[src/mipsPipeline_macros.svh]
`ifndef MIPS_PIPELINE_MACROS_SVH
`define MIPS_PIPELINE_MACROS_SVH

`default_nettype none

// Datapath word width
`define DATA_WIDTH 32

// Register file geometry
`define REG_ADDR_WIDTH 5
`define REG_COUNT 32

// Memory depths in words, indexed by address bits 9:2
`define IMEM_DEPTH 256
`define DMEM_DEPTH 256

`default_nettype wire

`endif

[src/mipsPkg.sv]
`include "mipsPipeline_macros.svh"
`default_nettype none

package mipsPkg;

	typedef logic [`DATA_WIDTH-1:0] wordT;
	typedef logic [`REG_ADDR_WIDTH-1:0] regAddrT;

	//////////////////////////////////////////////////
	// Instruction encodings
	//////////////////////////////////////////////////

	typedef enum logic [5:0] {
		opRtype = 6'h00,
		opJ     = 6'h02,
		opBeq   = 6'h04,
		opBne   = 6'h05,
		opAddiu = 6'h09,
		opOri   = 6'h0d,
		opLw    = 6'h23,
		opSw    = 6'h2b,
		opHalt  = 6'h3f
	} opcodeE;

	// R-type funct field
	typedef enum logic [5:0] {
		fnAddu = 6'h21,
		fnSubu = 6'h23,
		fnAnd  = 6'h24,
		fnOr   = 6'h25,
		fnSlt  = 6'h2a
	} functE;

	typedef enum logic [2:0] {
		aluAdd,
		aluSub,
		aluAnd,
		aluOr,
		aluSlt
	} aluOpE;

	//////////////////////////////////////////////////
	// Pipeline registers
	//////////////////////////////////////////////////

	// All zero is a bubble
	typedef struct packed {
		logic regWrite;
		logic memRead;
		logic memWrite;
		logic memToReg;
		logic aluSrc;
		logic zeroExtend;
		logic halt;
		aluOpE aluOp;
	} ctrlT;

	typedef struct packed {
		wordT instruction;
		wordT pcPlus4;
	} ifIdT;

	typedef struct packed {
		ctrlT ctrl;
		wordT rsData;
		wordT rtData;
		wordT immediate;
		regAddrT rs;
		regAddrT rt;
		regAddrT dest;
	} idExT;

	typedef struct packed {
		ctrlT ctrl;
		wordT aluResult;
		wordT storeData;
		regAddrT dest;
	} exMemT;

	typedef struct packed {
		logic regWrite;
		logic memToReg;
		logic halt;
		wordT loadData;
		wordT aluResult;
		regAddrT dest;
	} memWbT;

	// Writeback bus, shared by the register file and forwarding
	typedef struct packed {
		logic regWrite;
		regAddrT dest;
		wordT data;
	} wbT;

endpackage

`default_nettype wire

[src/registerFile.sv]
`include "mipsPipeline_macros.svh"
`default_nettype none

module registerFile
	import mipsPkg::*;
(
	input wire logic clk,
	input wire logic reset,
	input wire regAddrT rs,
	input wire regAddrT rt,
	input wire wbT wb,
	output wordT rsData,
	output wordT rtData,
	input wire regAddrT debugRegAddr,
	output wordT debugRegData
);

	wordT regs [`REG_COUNT];

	// Register 0 is hardwired, a same-cycle write is passed straight through
	function automatic wordT bypassRead(regAddrT addr, wordT stored, wbT w);
		if (addr == '0) begin
			return '0;
		end else if (w.regWrite && (w.dest == addr)) begin
			return w.data;
		end
		return stored;
	endfunction

	always_ff @(posedge clk) begin
		if (reset) begin
			for (int i = 0; i < `REG_COUNT; i++) begin
				regs[i] <= '0;
			end
		end else if (wb.regWrite && (wb.dest != '0)) begin
			regs[wb.dest] <= wb.data;
		end
	end

	assign rsData = bypassRead(rs, regs[rs], wb);
	assign rtData = bypassRead(rt, regs[rt], wb);

	// Debug view of the stored state
	assign debugRegData = regs[debugRegAddr];

endmodule

`default_nettype wire
[config.mk]
export PLATFORM = sky130hd
export DESIGN_NAME = registerFile
export DESIGN_NICKNAME = d
export VERILOG_FILES = /design/src/mipsPkg.sv /design/src/registerFile.sv
export VERILOG_INCLUDE_DIRS = /design/src
export SDC_FILE = /design/constraint.sdc
export NUM_CORES = 2
export LEC_CHECK = 0
export ABC_AREA = 1
export BUFFER_PORTS_ARGS = -buffer_cell sky130_fd_sc_hd__buf_2
export CAP_MARGIN = 0
export CELL_PAD_IN_SITES_DETAIL_PLACEMENT = 1
export CELL_PAD_IN_SITES_GLOBAL_PLACEMENT = 1
export CORE_MARGIN = 2
export CORE_UTILIZATION = 44
export CTS_BUF_LIST = sky130_fd_sc_hd__clkbuf_16
export DETAILED_ROUTE_END_ITERATION = 10
export PLACE_DENSITY_LB_ADDON = 0.08
export SYNTH_ARGS = -nofsm -noshare
export SYNTH_HDL_FRONTEND = slang
export SYNTH_SLANG_ARGS = --single-unit
export TNS_END_PERCENT = 10
[constraint.sdc]
create_clock -name clk -period 2.6 [get_ports clk]
set_input_delay 0.13 -clock clk [delete_from_list [all_inputs] [get_ports clk]]
set_output_delay 0.13 -clock clk [all_outputs]
set_load 0.005 [all_outputs]
# Word-level counts from Yosys, hierarchy flattened
# Memories as Yosys holds them, arrays and structs flattened.
# Cells that the tools add are included.
[word_totals]
ff_bits = 0
ramBits = 1024
in_bits = 55
output_inout_bits = 96
mem_count = 1
[classes]
n_eq_ne = 2
muxes = 18
n_reduce_logical = 7
[mem_list]
columns = ["memory", "words", "width", "read_ports", "rd_clocked_by_memory_dff", "wr", "line_no", "text"]
rows = [
  ["regs", 32, 32, 3, 0, 32, "registerFile.sv:18", "wordT regs [`REG_COUNT];"],
]
[op_table]
columns = ["operator", "count"]
rows = [
  ["$mux W32", 7],
  ["$reduce_or A32 Y1", 1],
  ["$eq A5 B5 Y1", 2],
  ["$logic_not A5 Y1", 2],
  ["$mux W1", 10],
  ["$mux W5", 1],
  ["$reduce_bool A5 Y1", 1],
  ["$logic_and A1 B1 Y1", 3],
]

# Logic depth before layout (Yosys ltp)
[logic_depth]
word_depth = 7
depth_mapped = 12
depth_no_buf = 9

# Worst setup path before layout
# Ideal clock, no wire load.
[synth_path]
path_type = "input to register"
startpoint = "in wb[35] (netlist bit)"
endpoint = "mem regs[27][0] (netlist bit), enable pin"
setup_ps = 478
arrival_time_ps = 1724
t_required_ps = 2122
path_slack_ps = 398
stages = 9
n_path_buf = 1
path_cell_list = "inv_1 -> nand3_2 -> o21ai_0 -> inv_1 -> nand3_1 -> inv_1 -> nand2_1 -> buf_4 -> nand2_1"
[synth_lines]
columns = ["item", "line_no", "text"]
rows = [
  ["start, declared", "registerFile.sv:11", "input wire wbT wb,"],
  ["end, declared", "registerFile.sv:18", ""],
]

==> impl_metrics.py <==
metrics = {
    "status": {
        "status": "finished clean",
    },
    "layout": {
        "nets": 9703,
        "layout_common_cells": "2408 x nand2_1, 2202 x nand3_1, 1055 x inv_1, 1024 x nor2_1, 1024 x edfxtp_1",
        "largest_register": "regs",
        "final_util": 0.508,
        "design_area_um2": 78400,
        "layout_commonest_cell": "nand2_1",
        "area_growth_pct": 14.3,
        "top_regs": "regs: 1024 flops",
        "largest_reg_flops": 1024,
        "drive_gt1_frac": 0.0884,
    },
    "place": {
        "portBuffers": 150,
        "place_ws_ns": 0.0946,
        "dp_hpwl_mm": 223,
        "placed_area_um2": 73900,
        "routabilityCongestion": 0.973,
    },
    "clocking": {
        "ctsRootBufferMaster": "clkbuf_16",
        "clock-sinks": 1024,
        "path_clk_slew_ns": 0.06,
        "ctsLongestPathBuffers": 3,
        "tritoncts": "yes",
        "cts_setup_buffers": 0,
        "cts_buffers": 131,
        "h-tree-depth": 4,
    },
    "pwr": {
        "irDropWorstVdd_v": 0.000503,
        "comb_power_share": 0.200,
        "pwr_density_cell_nw_per_um2": 602,
        "intPower_w": 0.0319,
        "switching_power_w": 0.0153,
        "p_seq_frac": 0.414,
        "pwr-share-clk": 0.386,
        "sw_frac_of_total": 0.324,
        "p_leak_nw": 35.2,
    },
    "setup_path": {
        "worstSetupEndpointType": "primary output",
        "cp.arrival_ns": 2.46,
        "crit_family": "simple AND/OR/NAND/NOR gates",
        "cp_max_fo": 2,
        "crit_chain": "inv_1, nand2_1, nand3_1, nand3_1, nand3_1, nand3_1, nand3_2, nand2_1, buf_2",
        "path_common_cell": "nand3_1",
        "crit_path_max_incr_delay_ns": 0.49,
        "critical_path.startpoint_type": "register",
        "crit_buf_inv": 2,
        "worstSetupPathType": "reg2out",
        "cp.required_ns": 2.47,
        "slowest_stage": "edfxtp_1",
    },
    "min_path": {
        "holdCritPathClass": "in2reg",
    },
    "die": {
        "die_h_um": 399,
        "ios": 151,
        "coreArea_um2": 154000,
        "num_rows": 144,
        "start_util": 0.444,
        "fp.dieW_um": 399,
        "design.die.area_um2": 159000,
    },
    "global_routing": {
        "grt_pass1_wl_mm": 524,
        "grtUsageTotal": 0.455,
        "grt_pass1_vias": 75200,
        "grt_max_degree": 163,
        "antenna_found_initial": 14,
        "grt_overflow": 0,
    },
    "yosys": {
        "synth_edf_count": 1024,
        "yosysTopAreaCellShare": 0.448,
        "synth_warnings": 0,
        "ys_seq_elements": 1024,
        "yosys.area.top_type": "edfxtp_1",
        "syn_area_um2": 68600,
        "synthTopCellsByArea": "edfxtp_1 45%, nand3_1 16%, nand2_1 14%, inv_1 5.7%, nor2_1 5.6%",
        "yosysSeqAreaShare": 0.448,
        "yosysUniqueCellTypes": 25,
        "avgSynthCellArea_um2": 7.02,
        "synth-async-reset-ratio": 0,
        "synth_flop_cell": "edfxtp_1",
        "syn_inst": 9769,
    },
    "routing": {
        "ant_nets": 0,
        "routed_wl_mm": 370,
        "drc": 0,
        "dr.pass1.iters": 6,
        "viasPerCell": 6.47,
        "route.detailed.wl_per_inst_um": 31.3,
        "vias": 76400,
        "drtIter0Drc": 10900,
    },
    "timing": {
        "maxSlewViolCount": 0,
        "setup_viol": 0,
        "hold_viol_final": 0,
        "min_period_ns": 2.59,
        "maxSlewHeadroom": 0.319,
        "rsz0062_at_grt": "true",
        "setup_ws_ns": 0.00647,
        "fin_hold_ws_ns": 0.0258,
        "tightestPinTransition_ns": 1.02,
        "max_freq_mhz": 386,
        "finalCritPeriodShare": 0.998,
        "setup_tns_ns": 0,
    },
    "run": {
        "maxCapViolCount": 0,
    },
}
[layout make-up]
cell class / instances / area [um^2]
Clock inverter: 103 / 764
Multi-Input combinational cell: 6869 / 30700
Fill cell: 19400 / 76000
Tap cell: 2044 / 2560
Sequential cell: 1024 / 30700
Inverter: 1048 / 4000
Clock buffer: 134 / 3350
Antenna cell: 5 / 12.5
Timing Repair Buffer: 574 / 6320
[power by group through the flow]
stage               Sequential, W  Clock [W]  Combinational [W]
finish                     0.0195     0.0182            0.00945
global route               0.0196     0.0187            0.00993
CTS                        0.0195     0.0182            0.00907
detailed placement         0.0198          0            0.00897
global placement           0.0198          0            0.00876
floorplan                  0.0197          0            0.00494
[through the flow]
| step | instances | power, W |
|---|---|---|
| 2_1_floorplan | 9800 | 0.0246 |
| 3_3_place_gp | 11500 | 0.0286 |
| 3_5_place_dp | 11500 | 0.0288 |
| 4_1_cts | 11800 | 0.0468 |
| 5_1_grt | 11800 | 0.0482 |
| 6_report | 11800 | 0.0472 |
[worst paths after layout]
| path | from | end | slack, ns | cells after the start |
|---|---|---|---|---|
| worst max-delay path | regs[13][23] | rsData[23] | 0.006 | 9 |
| worst min-delay path | wb[7] | regs[30][7] | 0.03 | 4 |
[layer usage]
metal,up-vias,wire [um],track usage
met5,-,125,0.000908
met1,37500,134000,0.569
met3,1438,49800,0.132
met4,18,28000,0.308
li1,31800,-,-
met2,5666,157000,0.681
[repair_timing]
action	in CTS	in global routing
resized for setup	16	28
endpoints found under the setup margin	13	24
hold buffers	21	0
pin swaps	0	1
endpoints found under the hold margin	532	0
[synthesized netlist by cell type, drive strengths merged, types with 31 or more instances]
master,count
a21oi,472
and2,31
buf,308
clkbuf,551
edfxtp,1024
inv,1045
nand2,2470
nand3,2233
nor2,1026
o211ai,104
o21ai,475
[cells by family (layout without fill, tap and decap cells)]
group / after synthesis / in the layout / share of synthesized area
flops: 1024 / 1024 / 0.448
simple gates: 5778 / 5778 / 0.359
other cells: 1 / 37 / 0.0000547
xor+xnor: 1 / 1 / 0.000128
compound gates: 1058 / 1058 / 0.0811
buf+inv: 1907 / 1859 / 0.112
Power figures use the tool's default switching activity.
