### src/mipsPipeline_macros.svh
`ifndef MIPS_PIPELINE_MACROS_SVH
`define MIPS_PIPELINE_MACROS_SVH

`default_nettype none

// Datapath word width
`define DATA_WIDTH 32

// Register file geometry
`define REG_ADDR_WIDTH 5
`define REG_COUNT 32

// Memory depths in words, indexed by address bits 9:2
`define IMEM_DEPTH 256
`define DMEM_DEPTH 256

`default_nettype wire

`endif

### src/mipsPkg.sv
`include "mipsPipeline_macros.svh"
`default_nettype none

package mipsPkg;

	typedef logic [`DATA_WIDTH-1:0] wordT;
	typedef logic [`REG_ADDR_WIDTH-1:0] regAddrT;

	//////////////////////////////////////////////////
	// Instruction encodings
	//////////////////////////////////////////////////

	typedef enum logic [5:0] {
		opRtype = 6'h00,
		opJ     = 6'h02,
		opBeq   = 6'h04,
		opBne   = 6'h05,
		opAddiu = 6'h09,
		opOri   = 6'h0d,
		opLw    = 6'h23,
		opSw    = 6'h2b,
		opHalt  = 6'h3f
	} opcodeE;

	// R-type funct field
	typedef enum logic [5:0] {
		fnAddu = 6'h21,
		fnSubu = 6'h23,
		fnAnd  = 6'h24,
		fnOr   = 6'h25,
		fnSlt  = 6'h2a
	} functE;

	typedef enum logic [2:0] {
		aluAdd,
		aluSub,
		aluAnd,
		aluOr,
		aluSlt
	} aluOpE;

	//////////////////////////////////////////////////
	// Pipeline registers
	//////////////////////////////////////////////////

	// All zero is a bubble
	typedef struct packed {
		logic regWrite;
		logic memRead;
		logic memWrite;
		logic memToReg;
		logic aluSrc;
		logic zeroExtend;
		logic halt;
		aluOpE aluOp;
	} ctrlT;

	typedef struct packed {
		wordT instruction;
		wordT pcPlus4;
	} ifIdT;

	typedef struct packed {
		ctrlT ctrl;
		wordT rsData;
		wordT rtData;
		wordT immediate;
		regAddrT rs;
		regAddrT rt;
		regAddrT dest;
	} idExT;

	typedef struct packed {
		ctrlT ctrl;
		wordT aluResult;
		wordT storeData;
		regAddrT dest;
	} exMemT;

	typedef struct packed {
		logic regWrite;
		logic memToReg;
		logic halt;
		wordT loadData;
		wordT aluResult;
		regAddrT dest;
	} memWbT;

	// Writeback bus, shared by the register file and forwarding
	typedef struct packed {
		logic regWrite;
		regAddrT dest;
		wordT data;
	} wbT;

endpackage

`default_nettype wire

### src/decodeStage.sv
`default_nettype none

module decodeStage
	import mipsPkg::*;
(
	input wire logic clk,
	input wire logic reset,
	input wire ifIdT ifId,
	input wire wordT rsData,
	input wire wordT rtData,
	input wire exMemT exMem,
	output regAddrT rs,
	output regAddrT rt,
	output logic stall,
	output logic redirect,
	output wordT target,
	output idExT idEx
);

	opcodeE opcode;
	functE funct;
	ctrlT ctrl;
	regAddrT dest;
	wordT immediate;
	wordT branchTarget;
	wordT jumpTarget;
	logic isBeq;
	logic isBne;
	logic isJump;
	logic taken;
	logic loadUse;
	logic exConflict;
	logic memConflict;
	logic branchHazard;

	assign opcode = opcodeE'(ifId.instruction[31:26]);
	assign funct = functE'(ifId.instruction[5:0]);
	assign rs = ifId.instruction[25:21];
	assign rt = ifId.instruction[20:16];

	//////////////////////////////////////////////////
	// Control decoder
	//////////////////////////////////////////////////

	always_comb begin
		ctrl = '0;
		isBeq = 1'b0;
		isBne = 1'b0;
		isJump = 1'b0;
		dest = rt;
		case (opcode)
			opRtype: begin
				dest = ifId.instruction[15:11];
				ctrl.regWrite = 1'b1;
				case (funct)
					fnAddu: ctrl.aluOp = aluAdd;
					fnSubu: ctrl.aluOp = aluSub;
					fnAnd: ctrl.aluOp = aluAnd;
					fnOr: ctrl.aluOp = aluOr;
					fnSlt: ctrl.aluOp = aluSlt;
					// Unsupported funct, NOP included
					default: ctrl.regWrite = 1'b0;
				endcase
			end
			opAddiu: begin
				ctrl.regWrite = 1'b1;
				ctrl.aluSrc = 1'b1;
			end
			opOri: begin
				ctrl.regWrite = 1'b1;
				ctrl.aluSrc = 1'b1;
				ctrl.zeroExtend = 1'b1;
				ctrl.aluOp = aluOr;
			end
			opLw: begin
				ctrl.regWrite = 1'b1;
				ctrl.memRead = 1'b1;
				ctrl.memToReg = 1'b1;
				ctrl.aluSrc = 1'b1;
			end
			opSw: begin
				ctrl.memWrite = 1'b1;
				ctrl.aluSrc = 1'b1;
			end
			opBeq: isBeq = 1'b1;
			opBne: isBne = 1'b1;
			opJ: isJump = 1'b1;
			opHalt: ctrl.halt = 1'b1;
			default: ;
		endcase
	end

	assign immediate = ctrl.zeroExtend ? {16'b0, ifId.instruction[15:0]}
		: {{16{ifId.instruction[15]}}, ifId.instruction[15:0]};

	//////////////////////////////////////////////////
	// Hazard unit
	//////////////////////////////////////////////////

	// Load in EX feeding this instruction
	assign loadUse = idEx.ctrl.memRead && (idEx.dest != '0)
		&& ((idEx.dest == rs) || (idEx.dest == rt));

	// Branch operands still in flight, WB comes through the register file
	assign exConflict = idEx.ctrl.regWrite && (idEx.dest != '0)
		&& ((idEx.dest == rs) || (idEx.dest == rt));
	assign memConflict = exMem.ctrl.regWrite && (exMem.dest != '0)
		&& ((exMem.dest == rs) || (exMem.dest == rt));
	assign branchHazard = (isBeq || isBne) && (exConflict || memConflict);

	assign stall = loadUse || branchHazard;

	// Branch resolution
	assign taken = (isBeq && (rsData == rtData)) || (isBne && (rsData != rtData));
	assign branchTarget = ifId.pcPlus4 + {immediate[29:0], 2'b00};
	assign jumpTarget = {ifId.pcPlus4[31:28], ifId.instruction[25:0], 2'b00};
	assign target = isJump ? jumpTarget : branchTarget;
	assign redirect = !stall && (taken || isJump);

	// ID/EX register, a stall turns the slot into a bubble
	always_ff @(posedge clk) begin
		idEx.rsData <= rsData;
		idEx.rtData <= rtData;
		idEx.immediate <= immediate;
		idEx.rs <= rs;
		idEx.rt <= rt;
		idEx.dest <= dest;
		if (reset || stall) begin
			idEx.ctrl <= '0;
		end else begin
			idEx.ctrl <= ctrl;
		end
	end

endmodule

`default_nettype wire

### config.mk
export PLATFORM = sky130hd
export DESIGN_NAME = decodeStage
export DESIGN_NICKNAME = d
export VERILOG_FILES = /design/src/mipsPkg.sv /design/src/decodeStage.sv
export VERILOG_INCLUDE_DIRS = /design/src
export SDC_FILE = /design/constraint.sdc
export NUM_CORES = 1
export LEC_CHECK = 0
export BUFFER_PORTS_ARGS = -buffer_cell sky130_fd_sc_hd__buf_2
export CAP_MARGIN = 20
export CELL_PAD_IN_SITES_DETAIL_PLACEMENT = 2
export CELL_PAD_IN_SITES_GLOBAL_PLACEMENT = 2
export CORE_MARGIN = 3
export CORE_UTILIZATION = 22
export CTS_CLUSTER_DIAMETER = 150
export DETAILED_ROUTE_END_ITERATION = 7
export PLACE_DENSITY = 0.87
export SYNTH_ARGS = -nofsm -noshare
export SYNTH_HDL_FRONTEND = slang
export SYNTH_SLANG_ARGS = --single-unit
### constraint.sdc
create_clock -name clk -period 10.06 [get_ports clk]
set_input_delay 1.509 -clock clk [delete_from_list [all_inputs] [get_ports clk]]
set_output_delay 1.509 -clock clk [all_outputs]
set_load 0.01 [all_outputs]
After elaboration in Yosys (flattened, before gate mapping)

Index checks and enable logic that the tools add are counted.

Register bits: 119
Output and inout port bits: 165

Add/subtract/negate cells: 1
Eq/ne operators: 19
Muxes and demuxes: 15
Reduce and logical (&&, ||, !) cells: 25

Operator list:

| cell               | number |
|---|---|
| $eq 6x6->1 const B | 8 |
| $add 32x32->32     | 1 |
| $eq 32x32->1       | 1 |
| $mux 32            | 1 |
| $ne 32x32->1       | 1 |
| $mux 30            | 1 |
| $eq 5x5->1         | 4 |
| $eq 6x3->1 const B | 2 |
| $eq 6x4->1 const B | 2 |
| $pmux 3 s4         | 1 |
| $logic_and 1x1->1  | 10 |
| $reduce_bool 5->1  | 2 |
| $mux 1             | 9 |
| $logic_or 1x1->1   | 8 |
| $eq 6x2->1 const B | 1 |
| $logic_not 6->1    | 1 |
| $pmux 3 s2         | 1 |
| $mux 5             | 1 |
| $reduce_or 5->1    | 1 |
| $reduce_or 4->1    | 1 |
| $reduce_or 3->1    | 1 |
| $pmux 1 s2         | 1 |
| $logic_not 1->1    | 1 |

Depth between registers and ports, before layout

Word-level depth: 8
Mapped depth: 10
Mapped depth without buffers: 10

Worst setup path before layout

Ideal clock, no wire load.

Path kind: input-to-output
Start: input port ifId[2] (netlist name)
End: output port target[26]
Arrival time: 3.852 ns
Required time: 8.551 ns
Path slack: 4.699 ns
Stages on the path: 10
Cell sequence: ha_1 fa_1 a21oi_1 o2111ai_1 a21o_1 a31oi_2 o31ai_4 and3_1 or4_1 o211a_1

Longest elaborated chain between the ends: 2

RTL lines:

| element            | line               | text |
|---|---|---|
| start: declaration | decodeStage.sv:8   | `input wire ifIdT ifId,` |
| $add 32x32->32     | decodeStage.sv:115 | `assign branchTarget = ifId.pcPlus4 + {immediate[29:0], 2'b00};` |
| $mux 32            | decodeStage.sv:117 | `assign target = isJump ? jumpTarget : branchTarget;` |
| end: declaration   | decodeStage.sv:16  | `output wordT target,` |

Every way passes these cells.

Worst setup path in the final report

Start: input port ifId[33] (netlist name)
End: output port target[31]

Longest elaborated chain between the ends: 3

RTL lines:

| element        | line               | text |
|---|---|---|
| $mux 30        | decodeStage.sv:93  | `assign immediate = ctrl.zeroExtend ? {16'b0, ifId.instruction[15:0]}` |
| $add 32x32->32 | decodeStage.sv:115 |  |
| $mux 32        | decodeStage.sv:117 |  |

Every way passes these cells.

==> summary.txt <==
Outcome
  – Status: finished clean

Timing
  – Setup violations, final: 0
  – Worst Tran Pin Value: 0.585 ns
  – Final Skew: 0.00866 ns
  – Final period utilization: 59.3%
  – Final hold violations: 0
  – Slew HR: 60.6%
  – RSZ-0062 raised after global routing: false
  – Setup TNS: 0 ns
  – Max-slew violations: 0
  – Period minus WS final: about 6.0 ns
  – Worst hold slack: 1.15 ns
  – F_max: between 150 and 200 MHz

CTS
  – TritonCTS clock tree: done
  – Post-CTS Setup Bufs: 0
  – Root buffer cell: clkbuf_16
  – H-tree levels: 3
  – Clk pin slew, worst setup/hold paths: 0.09 ns
  – Post-cts sizing count: 0
  – Clock Latency Late Sink: around 0.35 ns
  – Sink Count: 106
  – Clk buf depth: 2
  – CTS Buf Count: 9
  – Hold buffer count at CTS: 0

Run
  – Max Cap Viol: 0

Power
  – Total power: 1.06 mW
  – Peak VDD IR: around 0.000065 V
  – P_leak: about 3.2 nW
  – Pwr Density: 156 mW/mm2

Logic synthesis
  – Syn_nets: 733
  – Number of synthesized flops with an enable pin: 0
  – Ys Warns: 0
  – Post-synth cell types: 62
  – Cell taking the most area after synthesis: dfxtp_1
  – Sequential share of the synthesized area: 43.6%
  – Most frequent cells after synthesis: dfxtp_1 (106), xor2_1 (57), nand2_1 (40), a21oi_1 (34), buf_4 (25)
  – Top_reg_cell synth: dfxtp_1
  – Syn Area/Cell: 9.60 um2
  – Post-synth top area share: roughly 44%
  – Synth Cell Area: 0.00486 mm2
  – Main area contributors after synthesis: dfxtp_1 (44%), xor2_1 (10%), ha_1 (4.1%), buf_4 (3.9%), xnor2_1 (3.8%)
  – Top-count cell post-synth: dfxtp_1
  – Yosys reg bits: approximately 110
  – Synthesized instance count: 507
  – Synth async-reset ratio: 0%

Worst setup path
  – Data required, critical path: approximately 8.6 ns
  – Crit path to: target[31]
  – CP Launch Point: ifId[33]
  – CP max FO: 7
  – RR Endpoint: idEx[118]
  – R2R depth: 8
  – CP arrival: 4.45 ns
  – Reg2reg start: idEx[3]
  – Critical path launch point type: primary input
  – Crit path kind: primary input to output port
  – CP endpoint kind: output port
  – R2R Setup Slk: 7.98 ns

Routing
  – Via density: 4.60
  – DR iter-0 viols: 100
  – Final ANT Viol Nets: 0
  – Routed length per instance: around 20 um
  – DR vias: 4882
  – Final WL: 21400 um
  – Drc violations: 0
  – DRT Pass-1 Iters: 4

Final layout
  – Reg area: roughly 0.0021 mm2
  – Fill cells: 2516
  – Largest register by flop count: idEx
  – Non-Filler Instances: 1062
  – Diodes inserted: 0
  – Share of layout cells above drive strength 1: 42.6%
  – Area grow syn2layout: 39.9%
  – Multi-input gate area: 0.00247 mm2
  – Largest register FFs: approximately 110
  – Core Util, Final: 31.9%
  – # nets final: just over 1000
  – Top Registers: idEx: 106 flops

Floorplanning
  – Row cnt: 53
  – DIE HEIGHT: 155 um
  – Die width: ~150 um
  – Initial Util: roughly 23%
  – Ports: 374
  – Die ar.: 0.0239 mm2
  – Core area: 0.0214 mm2

Place
  – Port Buffer Count: 300
  – Final GP Congestion: approximately 0.8
  – Dpl cells: 1046
  – Dpl hpwl: 18000 um

Global routing
  – First-pass GRT wire length: 31700 um
  – Gr usage total: between 10% and 20%
  – Largest net degree at the start of global routing: 34
  – Number of global-route vias before repair: 5299
  – Initial antenna violation count: 0
  – Total grt overflow: 0

Hold path
  – Worst hold path class: flip-flop to flip-flop
  – Hold Path Depth: 5
[layer usage]
| layer | up-vias | track usage (%) | routed length (um) |
|---|---|---|---|
| met5 | - | 0 | 0 |
| met4 | 0 | 3.41 | 241 |
| met3 | 11 | 5.26 | 1450 |
| met2 | 204 | 32.3 | 11200 |
| met1 | 2356 | 19.5 | 8540 |
| li1 | 2311 | - | - |
[critical path, cell delays in order]
cell and delay, ns:
buf_2 0.14, ha_1 0.30, a211oi_1 0.25, o21ai_1 0.20
o2111a_1 0.32, o311ai_2 0.48, o21a_1 0.39, o21ai_0 0.24
a32oi_1 0.31, xnor2_1 0.15, buf_2 0.15
[cell families after synthesis]
logic type / share of synthesized area [%]
AO/OA/AOI/OAI: 12.9
XOR/XNOR: 14.0
adder cells (fa/ha/maj): 4.53
buffers and inverters: 5.68
flip-flops: 43.6
multiplexers: 3.03
AND/OR/NAND/NOR: 16.2
[cells in the final DEF (no fill, tap or decap), drive strengths merged, types with 7 or more instances in the layout]
cell type,n
o21ai,24
or4,8
nor4,11
ha,16
buf,303
xor2,57
dfxtp,106
clkbuf,9
and3,7
inv,11
nand3,15
nor3,12
a21oi,34
mux2i,8
nand2,40
nor2,24
xnor2,21
[worst min-delay path by stage]
| stage | from | to | slack, ns |
|---|---|---|---|
| 3_3_place_gp | idEx[4] | idEx[113] | 1.18 |
| 3_5_place_dp | idEx[4] | idEx[113] | 1.18 |
| 5_1_grt | idEx[4] | idEx[113] | 1.25 |
| 4_1_cts | idEx[4] | idEx[113] | 1.21 |
| 6_report | idEx[4] | idEx[113] | 1.15 |
| 2_1_floorplan | idEx[4] | idEx[113] | 1.06 |
[report_power, final]
part | leakage [nW] | total [mW] | switching, mW | internal [mW]
sequential | 0.891 | 0.448 | 0.00740 | 0.440
combinational | 2.16 | 0.231 | 0.135 | 0.0966
clock | 0.156 | 0.386 | 0.185 | 0.201
[stage by stage]
stage | worst slack, ns | area, um2
finish | 4.10 | 6810
global route | 3.88 | 6810
CTS | 4.08 | 6810
detailed placement | 4.09 | 6490
global placement | 4.14 | 6490
floorplan | 4.70 | 4860
[final cells by class]
class / count / area share, %
inverters: 7 / 0.386
clock buffers: 9 / 3.31
multi-input cells: 355 / 36.3
flip-flops and latches: 106 / 31.2
repair buffers: 303 / 22.4
clock inverters: 7 / 1.36
well taps: 275 / 5.05
No activity file was read; power rests on OpenSTA's default activity.
