$ cat src/mipsPipeline_macros.svh
`ifndef MIPS_PIPELINE_MACROS_SVH
`define MIPS_PIPELINE_MACROS_SVH

`default_nettype none

// Datapath word width
`define DATA_WIDTH 32

// Register file geometry
`define REG_ADDR_WIDTH 5
`define REG_COUNT 32

// Memory depths in words, indexed by address bits 9:2
`define IMEM_DEPTH 256
`define DMEM_DEPTH 256

`default_nettype wire

`endif

$ cat src/mipsPkg.sv
`include "mipsPipeline_macros.svh"
`default_nettype none

package mipsPkg;

	typedef logic [`DATA_WIDTH-1:0] wordT;
	typedef logic [`REG_ADDR_WIDTH-1:0] regAddrT;

	//////////////////////////////////////////////////
	// Instruction encodings
	//////////////////////////////////////////////////

	typedef enum logic [5:0] {
		opRtype = 6'h00,
		opJ     = 6'h02,
		opBeq   = 6'h04,
		opBne   = 6'h05,
		opAddiu = 6'h09,
		opOri   = 6'h0d,
		opLw    = 6'h23,
		opSw    = 6'h2b,
		opHalt  = 6'h3f
	} opcodeE;

	// R-type funct field
	typedef enum logic [5:0] {
		fnAddu = 6'h21,
		fnSubu = 6'h23,
		fnAnd  = 6'h24,
		fnOr   = 6'h25,
		fnSlt  = 6'h2a
	} functE;

	typedef enum logic [2:0] {
		aluAdd,
		aluSub,
		aluAnd,
		aluOr,
		aluSlt
	} aluOpE;

	//////////////////////////////////////////////////
	// Pipeline registers
	//////////////////////////////////////////////////

	// All zero is a bubble
	typedef struct packed {
		logic regWrite;
		logic memRead;
		logic memWrite;
		logic memToReg;
		logic aluSrc;
		logic zeroExtend;
		logic halt;
		aluOpE aluOp;
	} ctrlT;

	typedef struct packed {
		wordT instruction;
		wordT pcPlus4;
	} ifIdT;

	typedef struct packed {
		ctrlT ctrl;
		wordT rsData;
		wordT rtData;
		wordT immediate;
		regAddrT rs;
		regAddrT rt;
		regAddrT dest;
	} idExT;

	typedef struct packed {
		ctrlT ctrl;
		wordT aluResult;
		wordT storeData;
		regAddrT dest;
	} exMemT;

	typedef struct packed {
		logic regWrite;
		logic memToReg;
		logic halt;
		wordT loadData;
		wordT aluResult;
		regAddrT dest;
	} memWbT;

	// Writeback bus, shared by the register file and forwarding
	typedef struct packed {
		logic regWrite;
		regAddrT dest;
		wordT data;
	} wbT;

endpackage

`default_nettype wire

$ cat src/executeStage.sv
`default_nettype none

module executeStage
	import mipsPkg::*;
(
	input wire logic clk,
	input wire logic reset,
	input wire idExT idEx,
	output exMemT exMem,
	input wire wbT wb
);

	wordT operandA;
	wordT operandB;
	wordT aluB;
	wordT aluResult;

	//////////////////////////////////////////////////
	// Forwarding unit
	//////////////////////////////////////////////////

	// MEM wins over WB, the younger result is the right one
	function automatic wordT forwardOperand(regAddrT src, wordT regValue, exMemT m, wbT w);
		if (m.ctrl.regWrite && (m.dest != '0) && (m.dest == src)) begin
			return m.aluResult;
		end else if (w.regWrite && (w.dest != '0) && (w.dest == src)) begin
			return w.data;
		end
		return regValue;
	endfunction

	assign operandA = forwardOperand(idEx.rs, idEx.rsData, exMem, wb);
	assign operandB = forwardOperand(idEx.rt, idEx.rtData, exMem, wb);

	assign aluB = idEx.ctrl.aluSrc ? idEx.immediate : operandB;

	//////////////////////////////////////////////////
	// ALU
	//////////////////////////////////////////////////

	always_comb begin
		case (idEx.ctrl.aluOp)
			aluAdd: aluResult = operandA + aluB;
			aluSub: aluResult = operandA - aluB;
			aluAnd: aluResult = operandA & aluB;
			aluOr: aluResult = operandA | aluB;
			aluSlt: aluResult = wordT'($signed(operandA) < $signed(aluB));
			default: aluResult = operandA + aluB;
		endcase
	end

	// EX/MEM register
	always_ff @(posedge clk) begin
		exMem.aluResult <= aluResult;
		// Store data is the forwarded rt, never the offset
		exMem.storeData <= operandB;
		exMem.dest <= idEx.dest;
		if (reset) begin
			exMem.ctrl <= '0;
		end else begin
			exMem.ctrl <= idEx.ctrl;
		end
	end

endmodule

`default_nettype wire

$ cat config.mk
export PLATFORM = sky130hd
export DESIGN_NAME = executeStage
export DESIGN_NICKNAME = d
export VERILOG_FILES = /design/src/mipsPkg.sv /design/src/executeStage.sv
export VERILOG_INCLUDE_DIRS = /design/src
export SDC_FILE = /design/constraint.sdc
export NUM_CORES = 1
export LEC_CHECK = 0
export BUFFER_PORTS_ARGS = -buffer_cell sky130_fd_sc_hd__buf_2
export CAP_MARGIN = 20
export CORE_ASPECT_RATIO = 1.2
export CORE_MARGIN = 4
export CORE_UTILIZATION = 40
export DETAILED_ROUTE_END_ITERATION = 10
export HOLD_SLACK_MARGIN = 0.08
export PLACE_DENSITY_LB_ADDON = 0.3
export RECOVER_POWER = 50
export SKIP_LAST_GASP = 1
export SYNTH_ARGS = -nofsm -noshare
export SYNTH_HDL_FRONTEND = slang
export SYNTH_SLANG_ARGS = --single-unit
$ cat constraint.sdc
create_clock -name clk -period 5.9 [get_ports clk]
set_clock_uncertainty 0.15 [all_clocks]
set_input_delay 0.295 -clock clk [delete_from_list [all_inputs] [get_ports clk]]
set_output_delay 0.295 -clock clk [all_outputs]
set_load 0.01 [all_outputs]
# After elaboration in Yosys (flattened, before gate mapping)
# Index checks and enable logic that the tools add are counted.
[totals]
regBits = 79
out_inout_bits = 79
elab_cells = 44
[op_classes]
add_sub_neg = 2
order_cmp = 1
n_eq_ne = 8
mux = 12
bitwise_logic = 2
n_reduce_logical = 8
[op_table]
columns = ["op", "n"]
rows = [
  ["32-bit 2-to-1 mux", 7],
  ["32-bit case mux with 4 select lines", 1],
  ["32-bit adder", 1],
  ["32-bit AND", 1],
  ["32-bit less-than comparator", 1],
  ["32-bit OR", 1],
  ["32-bit subtractor", 1],
  ["5-bit == test", 4],
  ["5-bit nonzero test", 2],
  ["3-bit by 2-bit == test with 1-bit output (second input constant)", 2],
  ["1-bit logical AND", 6],
  ["1-bit 2-to-1 mux", 4],
  ["3-bit by 1-bit == test with 1-bit output (second input constant)", 1],
  ["3-bit == test (second input constant)", 1],
]

# Longest topological paths before layout
# Gate-level depths: netlist of run 1.
[depth]
ltp_word = 9
depth_mapped = 19
mapped_depth_nobuf = 18

# Least setup slack after synthesis of run 1
# OpenSTA, ideal clock, no wires.
[synth_path]
path_type = "register to register"
from = "register exMem[4] (netlist name)"
to = "register exMem[59] (netlist name)"
t_arrival_ns = 4.269
required_time_ns = 5.613
slack_ns = 1.344
path_stages_with_launch = 19
path_buffers = 1
period_less_slack_ns = 4.556
path_cell_list = "dfxtp_1 or4_1 o21ai_1 nor4_1 clkbuf_1 nand2_1 o21ai_0 ha_1 inv_1 fa_1 nand3b_1 a211oi_1 o21ai_1 a31oi_2 a2111oi_4 nor3b_2 o21ai_0 a21oi_1 a211oi_1"
[synth_between]
elab_chain_len = 8
word_cells_on_any_way = 18
classes_between = "2 x add/sub; 2 x eq/ne; 8 x mux; 2 x bitwise; 4 x reduce/logical"
[synth_rtl]
columns = ["item", "line", "rtl"]
rows = [
  ["start: declaration", "executeStage.sv:9", "output exMemT exMem,"],
  ["5-bit nonzero test", "executeStage.sv:24", "if (m.ctrl.regWrite && (m.dest != '0) && (m.dest == src)) begin"],
  ["1-bit logical AND (2 in a row)", "executeStage.sv:24", ""],
  ["32-bit 2-to-1 mux / 1-bit 2-to-1 mux (equally long branches)", "executeStage.sv:24", ""],
  ["32-bit 2-to-1 mux", "executeStage.sv:29", "return regValue;"],
  ["32-bit 2-to-1 mux", "executeStage.sv:35", "assign aluB = idEx.ctrl.aluSrc ? idEx.immediate : operandB;"],
  ["32-bit adder (tied with other cells)", "executeStage.sv:43, executeStage.sv:48", ""],
  ["32-bit case mux with 4 select lines *", "executeStage.sv:42", "case (idEx.ctrl.aluOp)"],
  ["via aluResult[22]", "executeStage.sv:16", "wordT aluResult;"],
]
# The timed path passes the listed nets; every way through them passes the cells marked *.
# A chain may end at the register's enable or synchronous reset.

# Worst setup path after layout of run 1
[layout_path]
from = "register exMem[4] (netlist name)"
to = "register exMem[65] (netlist name)"
[layout_between]
elab_chain_len = 8
word_cells_on_any_way = 18
classes_between = "2 x add/sub; 2 x eq/ne; 8 x mux; 2 x bitwise; 4 x reduce/logical"
[layout_rtl]
columns = ["item", "line", "rtl"]
rows = [
  ["5-bit nonzero test", "executeStage.sv:24", ""],
  ["1-bit logical AND", "executeStage.sv:24", ""],
  ["1-bit logical AND *", "executeStage.sv:24", ""],
  ["32-bit 2-to-1 mux / 1-bit 2-to-1 mux (equally long branches)", "executeStage.sv:24", ""],
  ["32-bit 2-to-1 mux *", "executeStage.sv:29", ""],
  ["via operandB[13]", "executeStage.sv:14", "wordT operandB;"],
  ["32-bit 2-to-1 mux *", "executeStage.sv:35", ""],
  ["32-bit adder / 32-bit subtractor (equally long branches)", "executeStage.sv:43, executeStage.sv:48, executeStage.sv:44", ""],
  ["32-bit case mux with 4 select lines *", "executeStage.sv:42", ""],
  ["via aluResult[28]", "executeStage.sv:16", ""],
]
# Marks and branches as above.

==> results.json, run 1 <==
{
  "run_status": "complete, but fails checks",
  "failed_checks": "capacitance limit, slew limit",
  "post_drt_via_cell_ratio": 5.63,
  "layout.cells.non_filler": 1601,
  "vdd_drop_max_mv": 0.156,
  "grtUsageMet2_pct": 41.1,
  "ioPinCount": 240,
  "grt_pass1_wl_um": 46000,
  "core-area_mm2": 0.0210,
  "slew_viol_final": 24,
  "critPathCaptureType": "flip-flop",
  "chipHeight_um": 168,
  "wirelength_um": 29900,
  "die_w_um": 142,
  "cp_data_arrival_time_ns": 5.17,
  "combPwrFrac_pct": 44.9,
  "grt-ovfl-total": 0,
  "ys_seq_area_share_pct": 18.5,
  "gp_congestion": 0.941,
  "share_of_the_clock_period_used_by_the_worst_path_after_layout_pct": 86.3,
  "yosys.area_share.xor_xnor_pct": 3.78,
  "crit_path_max_fanout": 41,
  "clock_tree.root_cell": "sky130_fd_sc_hd__clkbuf_16",
  "p_int_w": 0.00131,
  "fillers": 2157,
  "critical_path.most_common_cell": "sky130_fd_sc_hd__o21ai_1",
  "cp_cell_sequence": "or4_1 > o21ai_1 > nor4_4 > buf_4 > nand2_1 > o21ai_1 > mux2_2 > ha_1 > nor4_2 > nand3_1 > a211oi_1 > nor4_2 > o41ai_4 > a21boi_1 > xor2_1 > a221oi_1 > o21ai_1",
  "grt_antenna_before_repair": 0,
  "gr-usage-met1_pct": 29.8,
  "unrepaired_setup_endpoints_after_global_routing": "false",
  "synth_enable_flop_cells": 0,
  "post-cts-setup-buffer-count": 0,
  "rows": 58,
  "fmax_ghz": 0.196,
  "yosys_cell_types": 69,
  "worst_slew_margin_rel_pct": -13.7,
  "antenna_cells_inserted": 0,
  "pwr-share-seq_pct": 29.9,
  "htree_num_levels": 3,
  "worstSkewPairLatency_ns": 0.36,
  "number_of_nets_still_failing_antenna_checks_after_routing": 0,
  "grt_start_max_net_pins": 42,
  "static_leakage_nw": 4.46,
  "synth.area.top_cells": "sky130_fd_sc_hd__dfxtp_1 18%, sky130_fd_sc_hd__ha_1 15%, sky130_fd_sc_hd__mux2i_1 8.5%",
  "synth-compound-area-share_pct": 27.4,
  "hold_path_class": "primary input to flip-flop",
  "power.net_switching_w": 0.000930,
  "synth-async-reset-ratio_pct": 0,
  "worstPathBufferInverterCount": 1,
  "power-per-cell-area_mw_per_mm2": 217,
  "hold_viol_final": 0,
  "max_ffs_per_register": 79,
  "timing.critical_path.from_type": "flip-flop",
  "clockBufferDepth": 2,
  "grtUsageTotal_pct": 23.8,
  "cts.reportedPaths.clkPinSlew_ns": 0.06,
  "firstDrtPassIters": 6,
  "final_layout_size_suffix_gt1_share_pct": 19.8,
  "synth-main-ff-cell": "sky130_fd_sc_hd__dfxtp_1",
  "cts_made_buffers": 9,
  "place_hpwl_um": 23300,
  "dieArea_mm2": 0.0238,
  "grt_most_used_layer": "met2",
  "period_needed_ns": 5.09,
  "p_clk_share_pct": 25.3,
  "sw_frac_of_total_pct": 41.5,
  "io_buffers": 239,
  "clock-sinks": 79,
  "dp_cells": 1573,
  "timing.critical_path.slowest_stage_cell": "sky130_fd_sc_hd__or4_1",
  "worstSetupPathType": "flip-flop to flip-flop",
  "synth.cell_area_mm2": 0.00857,
  "yosys.area_share.adder_pct": 15.5,
  "drt_iter0_drc": 739,
  "registers.top_by_ff_count": "exMem",
  "maxCapViolations": 1,
  "worst_path_dominant_cell_family": "compound AO/OA/AOI/OAI gates",
  "detail_route.drc_violations": 0,
  "postSynthRegisterBits": 79,
  "synth_top_family_by_area": "compound AO/OA/AOI/OAI gates",
  "ys.warnings.count": 0,
  "timing_worst_slew_pin_value_ns": 1.71,
  "worst-endpoint-required_ns": 5.98,
  "synth.avg_cell_area_um2": 7.73,
  "fin_nets": 1592,
  "critical_path.max_stage_delay_ns": 0.53,
  "final-seq-area_mm2": 0.00158,
  "via_count": 9014,
  "grtUsageMet3_pct": 4.63,
  "initial_core_utilization_pct": 40.7,
  "synth_simple_gate_area_share_pct": 15.4,
  "fin_tns_setup_ns": 0,
  "netlist.top_cell.by_area": "sky130_fd_sc_hd__dfxtp_1",
  "report.final.setup_viol": 0,
  "postSynthCellCount": 1109,
  "total_area_of_multi_input_combinational_cells_mm2": 0.00638,
  "first_global_vias": 8817,
  "synth_top_area_share_pct": 18.5,
  "layout_top_registers": "exMem x79",
  "detail_route.wl_per_cell_um": 18.7,
  "tritoncts": "yes",
  "synth.net_count": 1375,
  "area_growth_pct": 20.5,
  "post_synth_mux_area_share_pct": 12.0
}
synthesized netlist by cell type, types with 7 or more instances:
cell and count:
sky130_fd_sc_hd__o21ai_0 80, sky130_fd_sc_hd__nand2_1 109, sky130_fd_sc_hd__nor2b_1 17, sky130_fd_sc_hd__nor3_1 15, sky130_fd_sc_hd__o21ai_1 30, sky130_fd_sc_hd__mux2_2 25, sky130_fd_sc_hd__nor2_1 59, sky130_fd_sc_hd__inv_1 98
sky130_fd_sc_hd__a21o_1 14, sky130_fd_sc_hd__o31ai_1 8, sky130_fd_sc_hd__buf_2 16, sky130_fd_sc_hd__a221oi_1 15, sky130_fd_sc_hd__nor4_1 9, sky130_fd_sc_hd__a211oi_1 9, sky130_fd_sc_hd__o22ai_1 17, sky130_fd_sc_hd__clkbuf_1 41
sky130_fd_sc_hd__a21oi_1 77, sky130_fd_sc_hd__ha_1 103, sky130_fd_sc_hd__o21bai_1 18, sky130_fd_sc_hd__nor4_2 9, sky130_fd_sc_hd__mux2i_1 73, sky130_fd_sc_hd__o221ai_1 11, sky130_fd_sc_hd__xor2_1 13, sky130_fd_sc_hd__nand3_1 21
sky130_fd_sc_hd__o21a_1 14, sky130_fd_sc_hd__xnor2_1 24, sky130_fd_sc_hd__o211ai_1 12, sky130_fd_sc_hd__nand2b_1 7, sky130_fd_sc_hd__dfxtp_1 79
cells by family (layout without fill, tap and decap cells):
family,Yosys count,count (layout)
buffers and inverters,163,385
multiplexers,99,99
adder cells (fa/ha/maj),105,105
flip-flops,79,79
AND/OR/NAND/NOR,274,274
XOR/XNOR,37,37
AO/OA/AOI/OAI,352,352
power by group through the flow:
stage	combinational [W]	sequential, W	clock [W]
4_1_cts	0.00101	0.000669	0.000581
3_5_place_dp	0.00100	0.000679	0
6_report	0.00101	0.000670	0.000567
5_1_grt	0.00110	0.000679	0.000602
2_1_floorplan	0.000642	0.000702	0
3_3_place_gp	0.000999	0.000679	0
final timing paths:
| kind | cells past startpoint | end | slack (ns) | start |
|---|---|---|---|---|
| hold / removal | 2 | exMem[70] | 0.09 | reset |
| hold reg to reg | 2 | exMem[8] | 0.35 | exMem[40] |
| setup / recovery | 17 | exMem[65] | 0.81 | exMem[4] |
| setup reg to reg | 17 | exMem[65] | 0.81 | exMem[4] |
cell type report:
type | instances | share of cell area (%)
Tap cell | 270 | 3.27
Timing Repair Buffer | 267 | 13.1
Clock buffer | 10 | 2.31
Clock inverter | 6 | 0.485
Multi-Input combinational cell | 867 | 61.8
Sequential cell | 79 | 15.3
Inverter | 102 | 3.71
repair_timing:
action	CTS	global route
hold buffers	12	0
resized for setup	0	0
hold endpoints to repair	12	0
worst register-to-register path, stage by stage (launching register included):
cell and delay, ns:
sky130_fd_sc_hd__dfxtp_1 0.38, sky130_fd_sc_hd__or4_1 0.53, sky130_fd_sc_hd__o21ai_1 0.31, sky130_fd_sc_hd__nor4_4 0.09, sky130_fd_sc_hd__buf_4 0.27, sky130_fd_sc_hd__nand2_1 0.15
sky130_fd_sc_hd__o21ai_1 0.08, sky130_fd_sc_hd__mux2_2 0.30, sky130_fd_sc_hd__ha_1 0.48, sky130_fd_sc_hd__nor4_2 0.41, sky130_fd_sc_hd__nand3_1 0.14, sky130_fd_sc_hd__a211oi_1 0.36
sky130_fd_sc_hd__nor4_2 0.14, sky130_fd_sc_hd__o41ai_4 0.47, sky130_fd_sc_hd__a21boi_1 0.16, sky130_fd_sc_hd__xor2_1 0.16, sky130_fd_sc_hd__a221oi_1 0.27, sky130_fd_sc_hd__o21ai_1 0.10
metrics by stage:
step	setup WS, ns	util [%]	total power [W]	cell area (um2)	hold WS (ns)
after CTS	0.789	49.5	0.00226	10400	0.0807
after global routing	0.319	49.1	0.00238	10300	0.0889
after detailed placement	0.652	47.5	0.00168	10000	0.249
after floorplan	1.34	-	0.00134	8570	0.173
after global placement	0.744	47.5	0.00168	9990	0.249
final	0.810	49.1	0.00224	10300	0.0855
per-layer routing:
| metal | wire length [um] | vias up |
|---|---|---|
| met3 | 2360 | 42 |
| li1 | - | 4397 |
| met4 | 634 | 0 |
| met5 | 0 | - |
| met1 | 12600 | 4179 |
| met2 | 14300 | 396 |
cells in the final DEF (no fill, tap or decap), types with 9 or more instances in the layout:
master	Yosys	layout
sky130_fd_sc_hd__clkbuf_16	0	9
sky130_fd_sc_hd__nor2_1	59	59
sky130_fd_sc_hd__a21oi_1	77	77
sky130_fd_sc_hd__inv_1	98	98
sky130_fd_sc_hd__buf_4	1	15
sky130_fd_sc_hd__ha_1	103	103
sky130_fd_sc_hd__nand2_1	109	109
sky130_fd_sc_hd__nor3_1	15	15
sky130_fd_sc_hd__o21ai_1	30	30
sky130_fd_sc_hd__nor2b_1	17	17
sky130_fd_sc_hd__a21o_1	14	14
sky130_fd_sc_hd__xnor2_1	24	23
sky130_fd_sc_hd__dlygate4sd3_1	0	12
sky130_fd_sc_hd__clkbuf_1	41	69
sky130_fd_sc_hd__o211ai_1	12	12
sky130_fd_sc_hd__mux2i_1	73	73
sky130_fd_sc_hd__o21ai_0	80	80
sky130_fd_sc_hd__o22ai_1	17	17
sky130_fd_sc_hd__a211oi_1	9	9
sky130_fd_sc_hd__o21bai_1	18	18
sky130_fd_sc_hd__nand3_1	21	21
sky130_fd_sc_hd__xor2_1	13	13
sky130_fd_sc_hd__o221ai_1	11	11
sky130_fd_sc_hd__buf_2	16	170
sky130_fd_sc_hd__mux2_2	25	25
sky130_fd_sc_hd__dfxtp_1	79	79
sky130_fd_sc_hd__o21a_1	14	14
sky130_fd_sc_hd__a221oi_1	15	15
No activity file was read; power rests on OpenSTA's default activity.
==> inputs of run 2 (changes only) <==
--- a/config.mk
+++ b/config.mk
@@ -6,12 +6,14 @@
 export SDC_FILE = /design/constraint.sdc
 export NUM_CORES = 1
 export LEC_CHECK = 0
+export ABC_AREA = 1
 export BUFFER_PORTS_ARGS = -buffer_cell sky130_fd_sc_hd__buf_2
 export CAP_MARGIN = 20
 export CORE_ASPECT_RATIO = 1.2
 export CORE_MARGIN = 4
-export CORE_UTILIZATION = 40
+export CORE_UTILIZATION = 52
 export DETAILED_ROUTE_END_ITERATION = 10
+export GPL_TIMING_DRIVEN = 1
 export HOLD_SLACK_MARGIN = 0.08
 export PLACE_DENSITY_LB_ADDON = 0.3
 export RECOVER_POWER = 50
==> results.json, run 2 <==
{
  "htree_num_levels": 3,
  "commonest_cells_in_the_synthesized_netlist": "585 x sky130_fd_sc_hd__nand2_1, 286 x sky130_fd_sc_hd__inv_1, 160 x sky130_fd_sc_hd__nand3_1",
  "clockBufferDepth": 2,
  "worst-endpoint-required_ns": 6.00,
  "share_of_the_clock_period_used_by_the_worst_path_after_layout_pct": 85.9,
  "power.net_switching_w": 0.00119,
  "synth-async-reset-ratio_pct": 0,
  "dieArea_mm2": 0.0213,
  "io_buffers": 239,
  "grt_start_max_net_pins": 62,
  "fin_nets": 2281,
  "combPwrFrac_pct": 49.2,
  "grt_pass1_wl_um": 65700,
  "detail_route.wl_per_cell_um": 19.1,
  "first_global_vias": 12100,
  "clock-sinks": 79,
  "wirelength_um": 43400,
  "critPathCaptureType": "flip-flop",
  "layout.cells.most_common": "sky130_fd_sc_hd__nand2_1",
  "synth_top_area_share_pct": 22.2,
  "place_hpwl_um": 35100,
  "core-area_mm2": 0.0184,
  "detail_route.drc_violations": 0,
  "pwr-share-seq_pct": 27.1,
  "fillers": 1891,
  "postCtsResizedCells": 0,
  "fmax_ghz": 0.197,
  "synth_enable_flop_cells": 0,
  "initial_core_utilization_pct": 53.5,
  "post_drt_via_cell_ratio": 5.55,
  "static_leakage_nw": 6.78,
  "layout_top_registers": "exMem x79",
  "hold_bufs_inserted_after_cts": 45,
  "die_w_um": 134,
  "share_of_the_core_filled_with_cells_in_the_final_layout_pct": 63.9,
  "rows": 54,
  "worstSkewPairLatency_ns": 0.36,
  "hold_path_class": "primary input to flip-flop",
  "crit_path_max_fanout": 34,
  "grt_antenna_before_repair": 5,
  "chipHeight_um": 159,
  "worst_slew_margin_rel_pct": 30.0,
  "cts_made_buffers": 9,
  "vdd_drop_max_mv": 0.139,
  "grtUsageTotal_pct": 39.1,
  "synth.area.top_cells": "sky130_fd_sc_hd__nand2_1 22%, sky130_fd_sc_hd__dfxtp_1 16%, sky130_fd_sc_hd__ha_1 13%",
  "max_ffs_per_register": 79,
  "unrepaired_setup_endpoints_after_global_routing": "false",
  "timing_worst_slew_pin_value_ns": 1.05,
  "synth.cell_area_mm2": 0.00987,
  "maxCapViolations": 0,
  "ioPinCount": 240,
  "timing.critical_path.from_type": "flip-flop",
  "postSynthRegisterBits": 79,
  "finish.instance_area_mm2": 0.0118,
  "count_leader_synth": "sky130_fd_sc_hd__nand2_1",
  "clock_tree.root_cell": "sky130_fd_sc_hd__clkbuf_16",
  "final.setup.worst_slack_ns": 0.830,
  "hold_viol_final": 0,
  "postSynthCellCount": 1774,
  "mostFrequentLayoutCells": "585 x sky130_fd_sc_hd__nand2_1, 286 x sky130_fd_sc_hd__inv_1, 166 x sky130_fd_sc_hd__buf_2",
  "post-cts-setup-buffer-count": 0,
  "tritoncts": "yes",
  "fin_total_pwr_w": 0.00248,
  "ys_seq_area_share_pct": 16.0,
  "area_growth_pct": 19.4,
  "via_count": 12600,
  "cp_data_arrival_time_ns": 5.17,
  "preCtsSetupSlack_ns": 0.969,
  "hold-path-endpoint": "exMem[69]",
  "registers.top_by_ff_count": "exMem",
  "synth-main-ff-cell": "sky130_fd_sc_hd__dfxtp_1",
  "yosys_cell_types": 38,
  "fin_tns_setup_ns": 0,
  "grt-ovfl-total": 0,
  "p_clk_share_pct": 23.7,
  "slew_viol_final": 0,
  "final_layout_size_suffix_gt1_share_pct": 11.6,
  "cts.reportedPaths.clkPinSlew_ns": 0.08,
  "p_int_w": 0.00129,
  "report.final.setup_viol": 0,
  "worstSetupPathType": "flip-flop to flip-flop",
  "drt_iter0_drc": 1573,
  "ys.warnings.count": 0,
  "sw_frac_of_total_pct": 47.8,
  "synth.net_count": 2040,
  "period_needed_ns": 5.07,
  "critical_path.reg2reg.endpoint": "exMem[61]",
  "firstDrtPassIters": 6,
  "timing.reg2reg.setup_slack_ns": 0.83,
  "netlist.top_cell.by_area": "sky130_fd_sc_hd__nand2_1",
  "number_of_nets_still_failing_antenna_checks_after_routing": 0,
  "r2r_depth": 22,
  "r2r_start": "exMem[4]",
  "run_status": "finished clean",
  "gp_congestion": 1.03,
  "worst_hold_path_cells": 3,
  "synth.avg_cell_area_um2": 5.57,
  "hp-start": "idEx[111]",
  "placed_area_mm2": 0.0111,
  "power-per-cell-area_mw_per_mm2": 210
}
## run 2: worst max-delay path by stage
stage / start / to / slack [ns] / cells past startpoint
finish: exMem[4] / exMem[61] / 0.83 / 22
global route: exMem[4] / exMem[63] / 0.37 / 24
CTS: exMem[4] / exMem[59] / 0.96 / 23
detailed placement: exMem[4] / exMem[61] / 0.97 / 22
global placement: exMem[0] / exMem[61] / 1.12 / 22
floorplan: exMem[4] / exMem[63] / 2.57 / 24
## run 2: critical path, stage by stage (launching register included)
cell and delay [ns]:
sky130_fd_sc_hd__dfxtp_1 0.35, sky130_fd_sc_hd__nor2_1 0.16, sky130_fd_sc_hd__nand3_2 0.09, sky130_fd_sc_hd__nand2_2 0.09, sky130_fd_sc_hd__nor3_2 0.05, sky130_fd_sc_hd__nand2_2 0.48
sky130_fd_sc_hd__nand2_2 0.53, sky130_fd_sc_hd__inv_2 0.56, sky130_fd_sc_hd__nand2_1 0.10, sky130_fd_sc_hd__nand2_1 0.10, sky130_fd_sc_hd__nand2_1 0.06, sky130_fd_sc_hd__nand2_1 0.18
sky130_fd_sc_hd__ha_1 0.31, sky130_fd_sc_hd__inv_1 0.12, sky130_fd_sc_hd__fa_1 0.46, sky130_fd_sc_hd__o21ai_1 0.31, sky130_fd_sc_hd__inv_1 0.11, sky130_fd_sc_hd__o21ai_1 0.28
sky130_fd_sc_hd__nand3_1 0.15, sky130_fd_sc_hd__nand3_1 0.10, sky130_fd_sc_hd__nand2_1 0.05, sky130_fd_sc_hd__nand3_1 0.08, sky130_fd_sc_hd__nand3_1 0.07
## run 2: cells by family (layout without fill, tap and decap cells)
kind of cell               Yosys count  after routing  synth area share [%]
DFF                                 79             79                  16.0
AOI/OAI and AO/OA                  233            233                  13.3
and+or+nand+nor                    948            948                  39.4
buffers and inverters              381            627                  15.3
adders and majority gates          105            105                  13.5
xor gates and xnor gates            28             28                  2.48
other                                0              2                     0
## run 2: per-stage QoR
stage	std cells	hold slack, ns
finish	2274	0.0983
detailed placement	2211	0.267
global route	2274	0.105
CTS	2272	0.0841
global placement	2211	0.258
floorplan	1774	0.173
## run 2: cell type report
class                           count  area, um2  share of cell area [%]
Tap cell                          252        315                    2.67
Clock inverter                      7       75.1                   0.637
Multi-Input combinational cell   1314       6780                    57.5
Sequential cell                    79       1580                    13.4
Clock buffer                        9        225                    1.91
Timing Repair Buffer              290       1600                    13.6
Inverter                          321       1200                    10.2
Antenna cell                        2       5.00                  0.0424
## run 2: power groups by stage
stage / logic, W / registers, W / clock network [W]
detailed placement: 0.00116 / 0.000678 / 0
finish: 0.00122 / 0.000671 / 0.000588
CTS: 0.00119 / 0.000666 / 0.000588
floorplan: 0.000712 / 0.000689 / 0
global route: 0.00133 / 0.000674 / 0.000610
global placement: 0.00115 / 0.000678 / 0
## run 2: per-layer routing
layer | share of wire (%) | up-vias | track usage (%) | wire [um]
met3 | 12 | 140 | 10.9 | 5220
li1 | - | 5997 | - | -
met5 | 0.081 | - | 0 | 35
met4 | 4.6 | 6 | 15.4 | 2010
met2 | 44 | 788 | 62.3 | 19100
met1 | 39 | 5697 | 50.0 | 17100
